$ cat config.mk
export PLATFORM = sky130hd
export DESIGN_NAME = multiCycleControl
export DESIGN_NICKNAME = d
export VERILOG_FILES = /design/src/rtl/cpuPkg.sv /design/src/rtl/multiCycleControl.sv
export VERILOG_INCLUDE_DIRS = /design/src /design/src/rtl
export SDC_FILE = /design/constraint.sdc
export NUM_CORES = 1
export LEC_CHECK = 0
export BUFFER_PORTS_ARGS = -buffer_cell sky130_fd_sc_hd__clkbuf_2
export CORE_UTILIZATION = 39
export DETAILED_ROUTE_END_ITERATION = 10
export PLACE_DENSITY = 0.72
export SYNTH_ARGS = -nofsm -noshare
export SYNTH_HDL_FRONTEND = slang
export SYNTH_SLANG_ARGS = --single-unit
$ cat constraint.sdc
create_clock -name clk -period 1.32 [get_ports clk]
set_input_delay 0.198 -clock clk [delete_from_list [all_inputs] [get_ports clk]]
set_output_delay 0.198 -clock clk [all_outputs]
set_load 0.01 [all_outputs]
$ cat src/rtl/cpu_consts.svh
`ifndef CPU_CONSTS_SVH
`define CPU_CONSTS_SVH

`define XLEN      32
`define MEM_WORDS 256
`define RESET_PC  32'h0000_0000
`define RA_INDEX  5'd31

// opcodes
`define OP_RTYPE  6'h00
`define OP_J      6'h02
`define OP_JAL    6'h03
`define OP_BEQ    6'h04
`define OP_BNE    6'h05
`define OP_ADDI   6'h08
`define OP_LUI    6'h0F
`define OP_LW     6'h23
`define OP_SW     6'h2B

// R-type funct codes
`define FN_ADD    6'h20
`define FN_SUB    6'h22
`define FN_AND    6'h24
`define FN_OR     6'h25
`define FN_SLT    6'h2A

`endif

$ cat src/rtl/cpuPkg.sv
package cpuPkg;

    typedef struct packed {
        logic [5:0] opcode;
        logic [4:0] rs;
        logic [4:0] rt;
        logic [4:0] rd;
        logic [4:0] shamt;
        logic [5:0] funct;
    } rTypeT;

    typedef struct packed {
        logic [5:0]  opcode;
        logic [4:0]  rs;
        logic [4:0]  rt;
        logic [15:0] immediate;
    } iTypeT;

    typedef struct packed {
        logic [5:0]  opcode;
        logic [25:0] target;
    } jTypeT;

    // one instruction word seen through the three formats
    typedef union packed {
        rTypeT rType;
        iTypeT iType;
        jTypeT jType;
    } instrFieldsT;

    typedef enum logic [1:0] { mtrAluOut, mtrMdr, mtrPc } memToRegT;
    typedef enum logic [1:0] { dstRt, dstRd, dstRa } regDstT;
    typedef enum logic [1:0] { pcsAlu, pcsAluOut, pcsJump } pcSourceT;
    typedef enum logic [1:0] { srcBReg, srcBFour, srcBImm, srcBImmShift } aluSrcBT;
    typedef enum logic [1:0] { opAdd, opSub, opFunct, opOpcode } aluOpT;

    typedef enum logic [2:0] { aluAdd, aluSub, aluAnd, aluOr, aluSlt, aluLui } aluFuncT;

    typedef enum logic [3:0] {
        sFetch,
        sDecode,
        sMemAddr,
        sMemRead,
        sMemWriteback,
        sMemWrite,
        sExecute,
        sRWriteback,
        sImmWriteback,
        sBranch,
        sJump,
        sJumpLink
    } stateT;

    // bit 0 writes PC on zero, bit 1 on nonzero
    typedef struct packed {
        logic [1:0] pcWriteCond;
        logic       pcWrite;
        logic       iorD;
        logic       memRead;
        logic       memWrite;
        logic       irWrite;
        logic       aluSrcA;
        logic       regWrite;
        memToRegT   memToReg;
        regDstT     regDst;
        pcSourceT   pcSource;
        aluSrcBT    aluSrcB;
        aluOpT      aluOp;
    } ctrlWordT;

endpackage

$ cat src/rtl/multiCycleControl.sv
`include "cpu_consts.svh"

module multiCycleControl (
    input  logic              clk,
    input  logic              rstN,
    input  logic [5:0]        opcode,
    input  logic [5:0]        funct,
    output cpuPkg::ctrlWordT  ctrl
);
    cpuPkg::stateT state;
    cpuPkg::stateT nextState;
    logic          functOk;

    assign functOk = funct inside {`FN_ADD, `FN_SUB, `FN_AND, `FN_OR, `FN_SLT};

    always_ff @(posedge clk or negedge rstN) begin
        if (!rstN) begin
            state <= cpuPkg::sFetch;
        end else begin
            state <= nextState;
        end
    end

    always_comb begin
        nextState = cpuPkg::sFetch;
        case (state)
            cpuPkg::sFetch: nextState = cpuPkg::sDecode;
            cpuPkg::sDecode: begin
                case (opcode)
                    `OP_LW, `OP_SW: nextState = cpuPkg::sMemAddr;
                    `OP_ADDI, `OP_LUI: nextState = cpuPkg::sExecute;
                    `OP_BEQ, `OP_BNE: nextState = cpuPkg::sBranch;
                    `OP_J: nextState = cpuPkg::sJump;
                    `OP_JAL: nextState = cpuPkg::sJumpLink;
                    // unsupported funct behaves like an unknown opcode
                    `OP_RTYPE: nextState = functOk ? cpuPkg::sExecute : cpuPkg::sFetch;
                    default: nextState = cpuPkg::sFetch;
                endcase
            end
            cpuPkg::sMemAddr: begin
                nextState = (opcode == `OP_LW) ? cpuPkg::sMemRead : cpuPkg::sMemWrite;
            end
            cpuPkg::sMemRead: nextState = cpuPkg::sMemWriteback;
            cpuPkg::sExecute: begin
                if (opcode == `OP_RTYPE) begin
                    nextState = cpuPkg::sRWriteback;
                end else begin
                    nextState = cpuPkg::sImmWriteback;
                end
            end
            default: nextState = cpuPkg::sFetch;
        endcase
    end

    // Moore outputs, state plus opcode only
    always_comb begin
        ctrl = '0;
        case (state)
            cpuPkg::sFetch: begin
                ctrl.memRead  = 1'b1;
                ctrl.irWrite  = 1'b1;
                ctrl.aluSrcB  = cpuPkg::srcBFour;
                ctrl.aluOp    = cpuPkg::opAdd;
                ctrl.pcSource = cpuPkg::pcsAlu;
                ctrl.pcWrite  = 1'b1;
            end
            cpuPkg::sDecode: begin
                // branch target into ALUOut
                ctrl.aluSrcB = cpuPkg::srcBImmShift;
                ctrl.aluOp   = cpuPkg::opAdd;
            end
            cpuPkg::sMemAddr: begin
                ctrl.aluSrcA = 1'b1;
                ctrl.aluSrcB = cpuPkg::srcBImm;
                ctrl.aluOp   = cpuPkg::opAdd;
            end
            cpuPkg::sMemRead: begin
                ctrl.memRead = 1'b1;
                ctrl.iorD    = 1'b1;
            end
            cpuPkg::sMemWriteback: begin
                ctrl.regWrite = 1'b1;
                ctrl.regDst   = cpuPkg::dstRt;
                ctrl.memToReg = cpuPkg::mtrMdr;
            end
            cpuPkg::sMemWrite: begin
                ctrl.memWrite = 1'b1;
                ctrl.iorD     = 1'b1;
            end
            cpuPkg::sExecute: begin
                ctrl.aluSrcA = 1'b1;
                if (opcode == `OP_RTYPE) begin
                    ctrl.aluSrcB = cpuPkg::srcBReg;
                    ctrl.aluOp   = cpuPkg::opFunct;
                end else begin
                    ctrl.aluSrcB = cpuPkg::srcBImm;
                    ctrl.aluOp   = cpuPkg::opOpcode;
                end
            end
            cpuPkg::sRWriteback: begin
                ctrl.regWrite = 1'b1;
                ctrl.regDst   = cpuPkg::dstRd;
                ctrl.memToReg = cpuPkg::mtrAluOut;
            end
            cpuPkg::sImmWriteback: begin
                ctrl.regWrite = 1'b1;
                ctrl.regDst   = cpuPkg::dstRt;
                ctrl.memToReg = cpuPkg::mtrAluOut;
            end
            cpuPkg::sBranch: begin
                ctrl.aluSrcA     = 1'b1;
                ctrl.aluSrcB     = cpuPkg::srcBReg;
                ctrl.aluOp       = cpuPkg::opSub;
                ctrl.pcSource    = cpuPkg::pcsAluOut;
                ctrl.pcWriteCond = (opcode == `OP_BNE) ? 2'b10 : 2'b01;
            end
            cpuPkg::sJump: begin
                ctrl.pcWrite  = 1'b1;
                ctrl.pcSource = cpuPkg::pcsJump;
            end
            cpuPkg::sJumpLink: begin
                // PC already holds the return address here
                ctrl.pcWrite  = 1'b1;
                ctrl.pcSource = cpuPkg::pcsJump;
                ctrl.regWrite = 1'b1;
                ctrl.regDst   = cpuPkg::dstRa;
                ctrl.memToReg = cpuPkg::mtrPc;
            end
            default: ctrl = '0;
        endcase
    end

endmodule

## Word-level counts from Yosys, hierarchy flattened

Cells that the tools add are included.

- Register bits after elaboration: 4
- Bits in latches: 0
- Bits in writable memories: 0
- ROM bits: 0
- Input port bits: 14
- Output and inout bits: 19
- Logic and storage cells: 53
- Memories kept: 0

- Add/subtract/negate cells: 0
- $mul: 0
- Divide/modulo/power cells: 0
- Order comparisons: 0
- Eq/ne operators: 24
- Shifts and indexed selects: 0
- Muxes and demuxes: 17
- Bitwise operators: 0
- Reduce and logical (&&, ||, !) cells: 11

Operators with widths:

| cell | count |
|---|---|
| 6-bit == test (second input constant) | 7 |
| 4-bit case mux with 5 select lines | 2 |
| 4-bit case mux with 6 select lines | 1 |
| 5-bit case mux with 4 select lines | 1 |
| 4-bit by 3-bit == test with 1-bit output (second input constant) | 4 |
| 4-bit == test (second input constant) | 4 |
| 6-bit by 2-bit == test with 1-bit output (second input constant) | 2 |
| 6-bit by 3-bit == test with 1-bit output (second input constant) | 2 |
| 6-bit by 4-bit == test with 1-bit output (second input constant) | 2 |
| 2-bit OR reduction | 6 |
| 4-bit by 2-bit == test with 1-bit output (second input constant) | 2 |
| 4-bit 2-to-1 mux | 2 |
| 6-bit zero test | 1 |
| 1-bit 2-to-1 mux | 6 |
| 3-bit 2-to-1 mux | 2 |
| 3-bit OR reduction | 2 |
| 5-bit nonzero test | 1 |
| 4-bit by 1-bit == test with 1-bit output (second input constant) | 1 |
| 4-bit zero test | 1 |
| 2-bit 2-to-1 mux | 2 |
| 2-bit case mux with 2 select lines | 1 |

## Depth between registers and ports, before layout

- Word-level depth: 5
- Mapped depth: 5
- Gate-level depth less buffers: 4

## Worst setup path after synthesis

No wires, ideal clock.

- Path type: register -> output
- Start: reg state[1]
- End: out ctrl[18] (netlist bit)
- Arrival: 1.301 ns
- Data required time: 1.122 ns
- Path slack: -0.179 ns
- Cell stages (with the launch flop): 5
- Buffers on the path: 1
- Cells stage by stage: dfrtp_1 > clkbuf_1 > nor2b_1 > nand3_1 > nor4_1

RTL lines:

| item | line | text |
|---|---|---|
| from (decl) | multiCycleControl.sv:10 | `cpuPkg::stateT state;` |
| from (signal assigned) | multiCycleControl.sv:18 | `state <= cpuPkg::sFetch;` |
| from (signal assigned) | multiCycleControl.sv:20 | `state <= nextState;` |
| to (decl) | multiCycleControl.sv:8 | `output cpuPkg::ctrlWordT ctrl` |

==> summary.txt <==
Status
  • Status: finished, violations left
  • Failing checks: negative setup slack

Final layout
  • Area growth syn-to-layout: 107.2%
  • Post-route cell area: 1294 um^2
  • Most common cell after layout, fill and taps aside: buf_4
  • Share of post-route cells with drive strength above 1: 69.87%
  • Ant. Diodes: 0
  • Top reg by flops: state
  • Most frequent cells in the layout: buf_4 (30), buf_2 (14), clkbuf_2 (13), buf_6 (13), nor2_1 (6)
  • Max FFs per register: 4
  • Nets: 172
  • Regs by FF count: state x4
  • Final core occ: 85.88%

Place
  • Dpl cell area: 977.2 um^2
  • Detailed Place HPWL: 1.651 mm
  • Gp weighted congestion: 0.8810
  • Port bufs: 32

Pwr
  • NetSw: 0.4969 mW
  • Int Power: 0.6725 mW
  • Logic gate share of total power: 72.5%
  • Sw Share: 42.49%
  • Register share of total power: 14.9%
  • Power per cell area: 903.9 nW/um^2
  • Worst vdd ir: 628.9 uV
  • Leakage: 0.6463 nW
  • Clock share of power: 12.6%

Timing
  • Worst slew pin tran: 0.3987 ns
  • Setup WS post-layout: -0.2852 ns
  • Hold Fails Final Rpt: 0
  • Min Hold Slack: 0.3338 ns
  • Setup_tns: -3.746 ns
  • RSZ-0062 raised after global routing: true
  • Final worst path period share: 121.6%
  • Fin. max-slew vios: 0
  • Achievable clock frequency: 623.0 MHz
  • Crit path time final: 1.605 ns
  • Finish-stage setup viols: 22
  • Clock Skew: 0.007302 ns
  • Slew headroom: 73.22%

Detailed routing
  • Drt first-iter violations: 31
  • Vias per cell: 5.890
  • DRC Markers: 0
  • TritonRoute pass-1 iters: 4
  • Vias: 1013
  • Per-cell routed wire length: 17.10 um
  • WL final: 2.941 mm
  • Detail Route Antenna Nets: 0

CTS
  • Worst-Skew Late Latency: 0.23 ns
  • Num CTS Buffers: 3
  • CTS tree: yes
  • CTS clk-pin slew, worst paths: 0.03 ns
  • Max Root-Sink Buffers: 2
  • Sink Count: 4
  • Clock root buffer: clkbuf_4
  • H-tree depth reported by CTS: 1

Synthesis
  • Synth async-reset ratio: 100.0%
  • Top_reg_cell synth: dfrtp_1
  • Mapped Cells: 91
  • Synthesized Nets: 105
  • Number of synthesized register bits: 4
  • YS warnings: 0
  • Synthesized area: 624.3 um^2
  • Avg Cell Area, Syn: 6.861 um^2
  • Top cell type by total area after synthesis: dfrtp_1
  • Share of Yosys cell area claimed by the top area cell type: 16.03%
  • Number of synthesized flops with an enable pin: 0
  • Post-synthesis sequential area ratio: 16.03%
  • Synth unique cells: 38
  • Top post-synthesis cells by area: dfrtp_1 (16%), nor3_1 (7.2%), nor2_1 (6.0%), buf_4 (4.8%), o21ai_0 (4.0%)

Die
  • Core area: 1506 um^2
  • # rows: 14
  • Die Ht: 42.01 um
  • Die width: 42.01 um
  • Initial core utilization: 41.45%
  • Die footprint: 1765 um^2
  • Top-Level Pins: 33

Global routing
  • Initial antenna violation count: 0
  • GRT overflow: 0
  • Global Route met3 Usage: 4.741%
  • Peak-usage layer in the global routing report: met2
  • First-pass GRT wire length: 3.774 mm
  • Met1 GRT Util: 29.46%
  • Met2 usage: 52.50%
  • Gr usage total: 28.06%
  • Vias in the first global route: 895
  • Pin count of the biggest net entering global routing: 11

Min path
  • Hold Path Class: in -> reg

Setup path
  • Required @ worst endpoint: 1.12 ns
  • Setup crit start kind: register
  • Worst-path fanout max: 7
  • Crit end category: primary output
  • Setup CP Type: reg -> out
  • WP data arrival: 1.41 ns
  • Reg-to-reg setup timing slack: -0.21 ns

Run
  • Max-cap viol count: 0
[metal layers]
layer | wire, um | share of wire (%)
met2 | 1507 | 51
met1 | 1177 | 40
met4 | 85 | 2.9
met5 | 0 | 0
met3 | 170 | 5.8
[power by group through the flow]
stage                     logic [mW]  clock network (mW)  registers, mW
after detailed placement       0.530                   0          0.163
after floorplan                0.320                   0          0.149
final                          0.848               0.147          0.174
after CTS                      0.660               0.158          0.169
after global placement         0.515                   0          0.163
after global routing           0.887               0.162          0.173
[worst max-delay path, cell delays in order (launching register included)]
cell and delay, ns:
dfrtp_1 0.42, buf_6 0.17, nor4_4 0.33, or2_4 0.18, buf_6 0.09
[Yosys cell counts (all sizes together) (3+ instances only)]
| master | n |
|---|---|
| a21oi | 3 |
| and3 | 4 |
| buf | 6 |
| clkbuf | 3 |
| dfrtp | 4 |
| inv | 4 |
| nand2 | 6 |
| nor2 | 10 |
| nor2b | 3 |
| nor3 | 9 |
| nor4 | 3 |
| o21ai | 5 |
| or2 | 3 |
[cell type report]
cell class,count,area [um^2]
multi-input cells,74,618.1
repair buffers,71,516.7
fillers,71,212.7
flip-flops and latches,4,101.3
clock buffers,3,22.52
well taps,16,20.02
inverters,4,15.01
[timing repair]
item,4_1_cts,5_1_grt
buffers inserted,5,9
hold buffers,1,0
endpoints found under the hold margin,4,0
endpoints found under the setup margin,21,23
gates resized for setup,23,43
pin swaps,10,11
[through the flow]
stage | total power, mW | std cells | setup WS [ns]
2_1_floorplan | 0.4691 | 91 | -0.06418
3_3_place_gp | 0.6779 | 155 | -0.1203
3_5_place_dp | 0.6929 | 155 | -0.1566
4_1_cts | 0.9866 | 164 | -0.2197
5_1_grt | 1.221 | 172 | -0.3096
6_report | 1.169 | 172 | -0.2852
[path summary, 6_finish.rpt]
kind,start,endpoint,cells past startpoint
worst max-delay path,state[1]$_DFF_PN0_,ctrl[16],4
worst min-delay path,opcode[4],state[1]$_DFF_PN0_,3
worst max register to register,state[2]$_DFF_PN0_,state[0]$_DFF_PN0_,4
worst min register to register,state[3]$_DFF_PN0_,state[3]$_DFF_PN0_,3
max in group asynchronous,rstN,state[3]$_DFF_PN0_,2
min in group asynchronous,rstN,state[2]$_DFF_PN0_,2
[cell families after synthesis]
logic type      Yosys count  synth area share [%]
simple gates             50                 43.69
xor+xnor                  1                 1.403
mux                       2                 3.207
compound gates           21                 24.05
flops                     4                 16.03
buf+inv                  13                 11.62
No activity file was read; power rests on OpenSTA's default activity.
