File: src/rtl/cpu_consts.svh
`ifndef CPU_CONSTS_SVH
`define CPU_CONSTS_SVH

`define XLEN      32
`define MEM_WORDS 256
`define RESET_PC  32'h0000_0000
`define RA_INDEX  5'd31

// opcodes
`define OP_RTYPE  6'h00
`define OP_J      6'h02
`define OP_JAL    6'h03
`define OP_BEQ    6'h04
`define OP_BNE    6'h05
`define OP_ADDI   6'h08
`define OP_LUI    6'h0F
`define OP_LW     6'h23
`define OP_SW     6'h2B

// R-type funct codes
`define FN_ADD    6'h20
`define FN_SUB    6'h22
`define FN_AND    6'h24
`define FN_OR     6'h25
`define FN_SLT    6'h2A

`endif

File: src/rtl/cpuPkg.sv
package cpuPkg;

    typedef struct packed {
        logic [5:0] opcode;
        logic [4:0] rs;
        logic [4:0] rt;
        logic [4:0] rd;
        logic [4:0] shamt;
        logic [5:0] funct;
    } rTypeT;

    typedef struct packed {
        logic [5:0]  opcode;
        logic [4:0]  rs;
        logic [4:0]  rt;
        logic [15:0] immediate;
    } iTypeT;

    typedef struct packed {
        logic [5:0]  opcode;
        logic [25:0] target;
    } jTypeT;

    // one instruction word seen through the three formats
    typedef union packed {
        rTypeT rType;
        iTypeT iType;
        jTypeT jType;
    } instrFieldsT;

    typedef enum logic [1:0] { mtrAluOut, mtrMdr, mtrPc } memToRegT;
    typedef enum logic [1:0] { dstRt, dstRd, dstRa } regDstT;
    typedef enum logic [1:0] { pcsAlu, pcsAluOut, pcsJump } pcSourceT;
    typedef enum logic [1:0] { srcBReg, srcBFour, srcBImm, srcBImmShift } aluSrcBT;
    typedef enum logic [1:0] { opAdd, opSub, opFunct, opOpcode } aluOpT;

    typedef enum logic [2:0] { aluAdd, aluSub, aluAnd, aluOr, aluSlt, aluLui } aluFuncT;

    typedef enum logic [3:0] {
        sFetch,
        sDecode,
        sMemAddr,
        sMemRead,
        sMemWriteback,
        sMemWrite,
        sExecute,
        sRWriteback,
        sImmWriteback,
        sBranch,
        sJump,
        sJumpLink
    } stateT;

    // bit 0 writes PC on zero, bit 1 on nonzero
    typedef struct packed {
        logic [1:0] pcWriteCond;
        logic       pcWrite;
        logic       iorD;
        logic       memRead;
        logic       memWrite;
        logic       irWrite;
        logic       aluSrcA;
        logic       regWrite;
        memToRegT   memToReg;
        regDstT     regDst;
        pcSourceT   pcSource;
        aluSrcBT    aluSrcB;
        aluOpT      aluOp;
    } ctrlWordT;

endpackage

File: src/rtl/mipsAlu.sv
`include "cpu_consts.svh"

module mipsAlu (
    input  cpuPkg::aluOpT     aluOp,
    input  logic [5:0]        opcode,
    input  logic [5:0]        funct,
    input  logic [`XLEN-1:0]  a,
    input  logic [`XLEN-1:0]  b,
    output logic [`XLEN-1:0]  result,
    output logic              zero
);
    cpuPkg::aluFuncT func;
    logic            lessThan;

    always_comb begin
        case (aluOp)
            cpuPkg::opAdd: func = cpuPkg::aluAdd;
            cpuPkg::opSub: func = cpuPkg::aluSub;
            cpuPkg::opFunct: begin
                case (funct)
                    `FN_SUB: func = cpuPkg::aluSub;
                    `FN_AND: func = cpuPkg::aluAnd;
                    `FN_OR:  func = cpuPkg::aluOr;
                    `FN_SLT: func = cpuPkg::aluSlt;
                    default: func = cpuPkg::aluAdd;
                endcase
            end
            // immediate forms, addi falls through to add
            default: func = (opcode == `OP_LUI) ? cpuPkg::aluLui : cpuPkg::aluAdd;
        endcase
    end

    assign lessThan = $signed(a) < $signed(b);

    always_comb begin
        case (func)
            cpuPkg::aluSub: result = a - b;
            cpuPkg::aluAnd: result = a & b;
            cpuPkg::aluOr:  result = a | b;
            cpuPkg::aluSlt: result = {{(`XLEN-1){1'b0}}, lessThan};
            cpuPkg::aluLui: result = b << 16;
            default:        result = a + b;
        endcase
    end

    assign zero = (result == '0);

endmodule

File: config.mk
export PLATFORM = sky130hd
export DESIGN_NAME = mipsAlu
export DESIGN_NICKNAME = d
export VERILOG_FILES = /design/src/rtl/cpuPkg.sv /design/src/rtl/mipsAlu.sv
export VERILOG_INCLUDE_DIRS = /design/src /design/src/rtl
export SDC_FILE = /design/constraint.sdc
export NUM_CORES = 1
export LEC_CHECK = 0
export BUFFER_PORTS_ARGS = -buffer_cell sky130_fd_sc_hd__clkbuf_2
export CAP_MARGIN = 30
export CORE_MARGIN = 2
export CORE_UTILIZATION = 43
export DETAILED_ROUTE_END_ITERATION = 16
export SYNTH_ARGS = -nofsm -noshare
export SYNTH_HDL_FRONTEND = slang
export SYNTH_SLANG_ARGS = --single-unit
File: constraint.sdc
create_clock -name vclk -period 5.4
set_clock_uncertainty 0.2 [all_clocks]
set_input_delay 0 -clock vclk [all_inputs]
set_output_delay 0 -clock vclk [all_outputs]
set_load 0.1 [all_outputs]
# Yosys cells after proc, flatten, opt, wreduce, memory -nomap -nowiden
# Index checks and enable logic that the tools add are counted.
[totals]
ff_bits = 0
output_inout_bits = 33
word_cells = 23
[op_classes]
addsub = 2
magnitude_cmp = 1
n_eq_ne = 12
n_mux = 4
bitwise_logic = 2
n_reduce_logical = 2
[op_table]
columns = ["op", "n"]
rows = [
  ["32-bit one-hot mux with 5 select lines", 1],
  ["32-bit adder", 1],
  ["32-bit AND", 1],
  ["32-bit logical NOT", 1],
  ["32-bit less-than comparator", 1],
  ["32-bit OR", 1],
  ["32-bit subtractor", 1],
  ["6-bit == test, second input constant", 4],
  ["3-bit one-hot mux with 4 select lines", 1],
  ["3-bit one-hot mux with 3 select lines", 1],
  ["3-bit by 2-bit == test with 1-bit output, second input constant", 2],
  ["3-bit == test, second input constant", 2],
  ["6-bit by 4-bit == test with 1-bit output, second input constant", 1],
  ["3-bit by 1-bit == test with 1-bit output, second input constant", 1],
  ["3-bit 2-to-1 mux", 1],
  ["2-bit by 1-bit == test with 1-bit output, second input constant", 1],
  ["2-bit == test, second input constant", 1],
  ["2-bit logical NOT", 1],
]

# Longest topological paths before layout
# Gate-level depths: netlist of the first run.
[depth]
depth_word = 6
depth_mapped = 14

# Worst setup path before layout of the first run
# OpenSTA, ideal clock, no wires.
[synth_timing]
path_kind = "input to output"
start = "in b[13]"
end = "out zero"
arrival_time_ps = 6162
required_time_ps = 5200
path_slack_ps = -962
stages = 14
n_path_buf = 1
path_cell_list = "inv_1 -> ha_1 -> buf_1 -> nand4_1 -> nor3_1 -> o211ai_1 -> a21oi_1 -> o21ai_1 -> o21ai_0 -> a31oi_1 -> o21a_1 -> o311ai_0 -> nor4_1 -> and4b_1"
[synth_via]
elab_chain_len = 3
[synth_rtl]
columns = ["item", "line_no", "text"]
rows = [
  ["start, declared", "mipsAlu.sv:8", "input logic [`XLEN-1:0] b,"],
  ["32-bit adder / 32-bit subtractor (equally long branches)", "mipsAlu.sv:42, mipsAlu.sv:37", ""],
  ["32-bit one-hot mux with 5 select lines (*)", "mipsAlu.sv:36", "case (func)"],
  ["net result[31]", "mipsAlu.sv:9", "output logic [`XLEN-1:0] result,"],
  ["32-bit logical NOT (*)", "mipsAlu.sv:46", "assign zero = (result == '0);"],
  ["end, declared", "mipsAlu.sv:10", "output logic zero"],
]
# The timed path passes the listed nets; every way through them passes the cells marked *.

# Final worst setup path of the first run
[layout_timing]
start = "in aluOp[0]"
end = "out zero"
[layout_via]
elab_chain_len = 5
[layout_rtl]
columns = ["item", "line_no", "text"]
rows = [
  ["start, declared", "mipsAlu.sv:4", "input cpuPkg::aluOpT aluOp,"],
  ["2-bit == test, or another cell as far along", "mipsAlu.sv:16", "case (aluOp)"],
  ["3-bit one-hot mux with 3 select lines (*)", "mipsAlu.sv:16", ""],
  ["3-bit == test, or another cell as far along", "mipsAlu.sv:36", ""],
  ["32-bit one-hot mux with 5 select lines (*)", "mipsAlu.sv:36", ""],
  ["32-bit logical NOT (*)", "mipsAlu.sv:46", ""],
]
# Every way passes the cells marked *; elsewhere a longest branch is shown, timed or not.

==> results of run 1 <==
[cells by family (layout without fill, tap and decap cells)]
logic type | after synthesis | in the layout
and+or+nand+nor | 259 | 259
adders and majority gates | 98 | 98
AOI/OAI and AO/OA | 334 | 334
muxes | 11 | 11
xor gates and xnor gates | 5 | 5
buffers and inverters | 157 | 227
[cell usage after synthesis (4+ instances only)]
cell	instances
a22oi_1	11
a21o_1	20
a221o_1	4
a221oi_1	12
nor2b_1	7
o311ai_1	4
a31oi_1	11
nand2_1	61
inv_1	102
mux2i_1	8
o21a_1	7
o21ai_0	43
nor3_1	20
o21bai_1	8
o211ai_1	9
nand4_1	8
o21ai_1	8
nor4_1	13
nand2b_1	16
o31a_1	10
and2_1	7
o221ai_1	6
a22o_1	4
or2_2	4
a211oi_1	10
ha_1	96
or3_1	6
o2111ai_1	6
nor2_1	75
nand3_1	18
clkbuf_1	29
buf_2	17
xnor2_1	5
o22ai_1	12
a21oi_1	83
a2111oi_0	4
a2bb2oi_1	6
o31ai_1	13
[critical path, stage by stage]
cell	delay, ps
clkbuf_2	90
nand4bb_1	510
a21oi_4	330
nor3_4	60
buf_4	260
a221o_1	390
a22o_1	240
nor4_1	490
and4b_1	260
nor4b_1	540
nand4bb_1	250
nor3_1	200
and4b_1	240
clkbuf_2	470
[placed cells by master (no fill, tap or decap), types with 9 or more instances in the layout]
cell,instances
o31a_1,10
nand3_1,18
nor4_1,13
nand2_1,61
o31ai_1,13
buf_4,10
inv_1,102
a21o_1,20
a221oi_1,12
clkbuf_2,111
nor2_1,73
o21ai_0,43
nand2b_1,16
o22ai_1,12
nor3_1,20
a31oi_1,11
a211oi_1,10
a21oi_1,83
o211ai_1,9
a22oi_1,11
ha_1,96
[per-layer routing]
metal,routed length [um],track usage [%],vias to the layer above,share of wire [%]
li1,-,-,3328,-
met1,9360,41.8,3263,43
met2,9720,47.6,376,44
met3,2170,3.11,43,9.9
met4,679,9.15,0,3.1
met5,0,0,-,0
[layout make-up]
cell class | count | area (um2) | share of cell area, %
multi-input cells | 707 | 5060 | 80.3
repair buffers | 121 | 631 | 10.0
well taps | 172 | 215 | 3.42
inverters | 106 | 398 | 6.31
[power breakdown]
part	switching, uW	internal, uW	leakage (uW)
Combinational	798	273	0.00304
Sequential	0	0	0
Clock	0	0	0
[path summary, 6_finish.rpt]
check,cells past startpoint,end,from,slack [ps]
worst max-delay path,14,zero,aluOp[0],830
worst min-delay path,4,result[26],b[10],680
[through the flow]
stage	worst slack, ps	utilization [%]
2_1_floorplan	275	-
3_3_place_gp	1100	49.3
3_5_place_dp	1050	49.3
4_1_cts	1040	49.3
5_1_grt	654	49.3
6_report	834	49.3
==> metrics.yaml, run 1 <==
sta:
  setup_tns_ps: 0
  min_period_ps: 4570
  holdWs_ps: 677
  tightestPinTransition_ps: 999
  relSlewSlack_pct: 32.9
  rsz0062_at_grt: "no"
  setup_violations: 0
  hold_viol: 0
  slew_violations: 0
  finalCritPeriodShare_pct: 84.6
  fmax_mhz: 219
synth:
  synth_top_family_by_area: "compound AO/OA/AOI/OAI gates"
  synth_mux_area_share_pct: 2.01
  yosysSeqAreaShare_pct: 0
  syn_area_per_cell_um2: 6.56
  synthAdderAreaFrac_pct: 21.9
  synth_compound_area_share_pct: 41.3
  ys_top_cells_by_area: "ha_1, a21oi_1, inv_1"
  syn_nets: 1040
  synth_warnings: 0
  synth_top_area_share_pct: 21.2
  synth_area_mm2: 0.00567
  synth_xor_area_share_pct: 0.772
  yosysTopAreaCell: "ha_1"
  synthSimpleGateAreaFrac_pct: 23.0
  synthCells: 864
  ys_types: 83
layout:
  area_delta_synth_final_pct: 11.1
  final_layout_size_suffix_gt1_share_pct: 16.2
  antennaDiodeCount: 0
  fin_area_mm2: 0.00630
  design.seq.count: 0
  finalNetCount: 1112
  fin_cells: 1106
  nClkBuffers: 0
  seq_area_um2: 0
  fillers: 1365
grt:
  grt_max_degree: 31
  grt_pass1_wl_mm: 34.4
  grtUsageTotal_pct: 29.7
  overflow: 0
  antenna_found_initial: 0
  grt_pass1_vias: 6302
detailed_routing:
  drtIter0Drc: 767
  ant_nets: 0
  dr.pass1.iters: 6
  drc: 0
  wirelength_mm: 21.9
  wl_per_cell_um: 19.8
  vias: 7010
  viasPerCell: 6.34
worst_setup_path:
  startpoint_type: "primary input"
  critPathRequiredTime_ps: 5200
  path_max_fanout: 30
  cp-end-kind: "output port"
  path_class: "primary input to output port"
  crit_arrival_ps: 4370
cts:
  cts_setup_buffers: 0
  ctsResizeCount: 0
  ctsHoldBuffers: 0
floorplanning:
  initial_utilization_pct: 44.4
  die_w_um: 119
  pin_count: 111
  rows: 41
  die_area_mm2: 0.0141
  coreArea_mm2: 0.0128
  die_h_um: 119
placement:
  numPortBuffers: 111
  placed_area_mm2: 0.00630
  hpwl_mm: 17.6
  finalWeightedCongestion: 0.997
  dp_cells: 1106
hold_path:
  hold_class: "primary input to output port"
run_status:
  status: "finished clean"
power:
  p_total_uw: 1070
  peakVddDrop_mv: 0.214
  power_density_mw_per_mm2: 170
  p_leak_uw: 0.00304
flow_run:
  cap_violations: 0
Note: power is estimated with default switching activity, not from simulation.
==> inputs of run 2 (changes only) <==
==> constraint.sdc (replaced) <==
create_clock -name vclk -period 4.4
set_clock_uncertainty 0.2 [all_clocks]
set_input_delay 0 -clock vclk [all_inputs]
set_output_delay 0 -clock vclk [all_outputs]
set_load 0.1 [all_outputs]
==> metrics.yaml, run 2 (synthesis results as in run 1) <==
run_status:
  status: "finished clean"
grt:
  grt_pass1_wl_mm: 35.6
  grt_pass1_vias: 6511
  antenna_found_initial: 0
  overflow: 0
  grtUsageTotal_pct: 31.1
  grt_max_degree: 30
power:
  switchingPower_uw: 995
  power_density_mw_per_mm2: 208
  p_sw_share_pct: 74.0
  p_total_uw: 1340
  clkPwrFrac_pct: 0
  p_int_uw: 349
  seqPwrFrac_pct: 0
  combPwrFrac_pct: 100.0
  peakVddDrop_mv: 0.237
  p_leak_uw: 0.00312
layout:
  mostFrequentLayoutCells: "clkbuf_2, inv_1, ha_1"
  finalNetCount: 1124
  fin_util_pct: 50.6
  antennaDiodeCount: 0
  fin_area_mm2: 0.00646
  final_layout_size_suffix_gt1_share_pct: 18.3
  nClkBuffers: 0
  mostFrequentLayoutCell: "clkbuf_2"
  area_delta_synth_final_pct: 13.9
  design.seq.count: 0
  seq_area_um2: 0
floorplanning:
  coreArea_mm2: 0.0128
  initial_utilization_pct: 44.4
  rows: 41
  pin_count: 111
  die_area_mm2: 0.0141
  die_w_um: 119
  die_h_um: 119
placement:
  dpl_worst_slack_ps: 394
  placed_area_mm2: 0.00646
  hpwl_mm: 18.6
  finalWeightedCongestion: 1.02
  numPortBuffers: 111
detailed_routing:
  drc: 0
  viasPerCell: 6.32
  wirelength_mm: 23.0
  dr.pass1.iters: 6
  wl_per_cell_um: 20.5
  ant_nets: 0
  vias: 7061
  drtIter0Drc: 805
flow_run:
  cap_violations: 0
sta:
  setup_tns_ps: 0
  relSlewSlack_pct: 52.5
  setup_violations: 0
  setup_ws_ps: 225
  min_period_ps: 4180
  slew_violations: 0
  tightestPinTransition_ps: 712
  rsz0062_at_grt: "no"
  fmax_mhz: 240
  hold_viol: 0
  finalCritPeriodShare_pct: 94.9
worst_setup_path:
  cp-end-kind: "output port"
  path_max_fanout: 9
  critPathRequiredTime_ps: 4200
  crit_arrival_ps: 3980
  path_class: "primary input to output port"
  startpoint_type: "primary input"
cts:
  cts_setup_buffers: 0
  ctsResizeCount: 0
  ctsHoldBuffers: 0
hold_path:
  hold_class: "primary input to output port"
-- run 2: cell type report --
cell class / instances / area, um2
multi-input combinational: 707 / 5110
inverter: 106 / 398
fill: 1334 / 6320
timing repair buffer: 133 / 736
tap: 172 / 215
-- run 2: worst max-delay path: stages --
cell,delay (ps)
clkbuf_2,160
inv_1,80
ha_1,330
buf_4,190
a21oi_1,240
nand2_1,80
o21ai_0,490
a31oi_1,190
a2111oi_2,640
mux2i_1,290
o2111ai_2,160
or4_1,500
nor3_1,130
and4b_2,300
buf_12,180
-- run 2: worst paths after layout --
path	from	endpoint	slack (ps)	cells past startpoint
setup / recovery	b[7]	zero	220	15
hold / removal	a[6]	result[6]	640	7
-- run 2: metrics by stage --
step | std cells | hold slack [ps]
after detailed placement | 1118 | 641
after global placement | 1118 | 635
after floorplan | 864 | 267
after global routing | 1118 | 679
after CTS | 1118 | 641
final | 1118 | 638
-- run 2: per-layer routing --
layer	GRT usage, %	share of wire (%)	up-vias
met5	0	0	-
met4	12.4	4.9	0
met3	3.50	9.3	82
met2	48.7	43	386
met1	43.2	43	3243
li1	-	-	3350
-- run 2: power by group through the flow --
stage	Combinational (uW)	Sequential, uW	Clock [uW]
3_3_place_gp	1320	0	0
5_1_grt	1420	0	0
4_1_cts	1320	0	0
2_1_floorplan	1010	0	0
6_report	1340	0	0
3_5_place_dp	1310	0	0
==> inputs of run 3 (changes only) <==
--- a/config.mk
+++ b/config.mk
@@ -11,6 +11,7 @@
 export CORE_MARGIN = 2
 export CORE_UTILIZATION = 43
 export DETAILED_ROUTE_END_ITERATION = 16
+export MAX_ROUTING_LAYER = met4
 export SYNTH_ARGS = -nofsm -noshare
 export SYNTH_HDL_FRONTEND = slang
 export SYNTH_SLANG_ARGS = --single-unit
==> metrics.yaml, run 3 (synthesis results as in run 1) <==
detailed_routing:
  dr.pass1.iters: 5
  wl_per_cell_um: 20.9
  ant_nets: 0
  viasPerCell: 6.37
  vias: 7138
  drtIter0Drc: 720
  wirelength_mm: 23.4
  drc: 0
flow_run:
  cap_violations: 0
worst_setup_path:
  path_max_fanout: 11
  crit_top_cell: "a31oi_1"
  cp-end-kind: "output port"
  slowest_delay_ps: 630
  path_buf_inv: 3
  crit_path_cell_trace: "clkbuf_2, inv_1, ha_1, a21o_1, a31oi_1, o221a_1, a31oi_1, a2111oi_2, mux2i_1, o2111ai_2, or4_1, nor3_1, and4b_2, buf_12"
  critPathRequiredTime_ps: 4200
  startpoint_type: "primary input"
  slowest_stage: "a2111oi_2"
  crit_arrival_ps: 3970
  cp_top_family: "compound AO/OA/AOI/OAI gates"
  path_class: "primary input to output port"
floorplanning:
  die_h_um: 119
  rows: 41
  die_area_mm2: 0.0141
  initial_utilization_pct: 44.4
  pin_count: 111
  die_w_um: 119
  coreArea_mm2: 0.0128
power:
  p_sw_share_pct: 73.9
  p_int_uw: 352
  power_density_mw_per_mm2: 209
  p_leak_uw: 0.00313
  peakVddDrop_mv: 0.206
  seqPwrFrac_pct: 0
  switchingPower_uw: 999
  combPwrFrac_pct: 100.0
  clkPwrFrac_pct: 0
layout:
  final_layout_size_suffix_gt1_share_pct: 18.5
  mostFrequentLayoutCell: "clkbuf_2"
  antennaDiodeCount: 0
  mostFrequentLayoutCells: "clkbuf_2, inv_1, ha_1"
  finalNetCount: 1126
  area_delta_synth_final_pct: 14.1
  fin_util_pct: 50.7
  nClkBuffers: 0
  fillers: 1363
  design.seq.count: 0
  fin_area_mm2: 0.00647
  seq_area_um2: 0
sta:
  slew_violations: 0
  rsz0062_at_grt: "no"
  relSlewSlack_pct: 56.8
  setup_violations: 0
  min_period_ps: 4170
  holdWs_ps: 652
  fmax_mhz: 240
  finalCritPeriodShare_pct: 94.8
  hold_viol: 0
  setup_tns_ps: 0
  tightestPinTransition_ps: 642
hold_path:
  hold_class: "primary input to output port"
cts:
  ctsResizeCount: 0
  ctsHoldBuffers: 0
  cts_setup_buffers: 0
placement:
  finalWeightedCongestion: 1.03
  hpwl_mm: 19.0
  numPortBuffers: 111
  placed_area_mm2: 0.00647
grt:
  grt.met3_usage_pct: 3.21
  grtUsageTotal_pct: 32.9
  met1_usage_pct: 44.6
  overflow: 0
  grt_max_degree: 30
  grt_pass1_wl_mm: 36.6
  grt_pass1_vias: 6694
  met2_usage_pct: 52.1
  antenna_found_initial: 0
  grt_busiest_layer: "met2"
run_status:
  status: "finished clean"
[run 3: cell type report]
type	count	area, um2	share of cell area (%)
Inverter	106	398	6.15
Multi-Input combinational cell	707	5110	78.9
Tap cell	172	215	3.32
Timing Repair Buffer	135	751	11.6
[run 3: stage by stage]
| step | power [uW] | setup WS [ps] | std cells |
|---|---|---|---|
| 2_1_floorplan | 1010 | 151 | 864 |
| 3_3_place_gp | 1330 | 253 | 1120 |
| 3_5_place_dp | 1320 | 315 | 1120 |
| 4_1_cts | 1330 | 305 | 1120 |
| 5_1_grt | 1430 | 17.5 | 1120 |
| 6_report | 1350 | 227 | 1120 |
[run 3: power by group through the flow]
stage / registers, uW / logic, uW / clock network, uW
after CTS: 0 / 1330 / 0
after global routing: 0 / 1430 / 0
after floorplan: 0 / 1010 / 0
final: 0 / 1350 / 0
after detailed placement: 0 / 1320 / 0
after global placement: 0 / 1330 / 0
[run 3: path summary, 6_finish.rpt]
path  slack, ps         end   from  cells past startpoint
max         230        zero  b[11]                     14
min         650  result[26]  b[10]                      4
[run 3: layer usage]
layer / vias up / routed length (um)
met3: 71 / 2280
li1: 3373 / -
met4: 0 / 779
met2: 403 / 10300
met5: - / 0
met1: 3291 / 10000
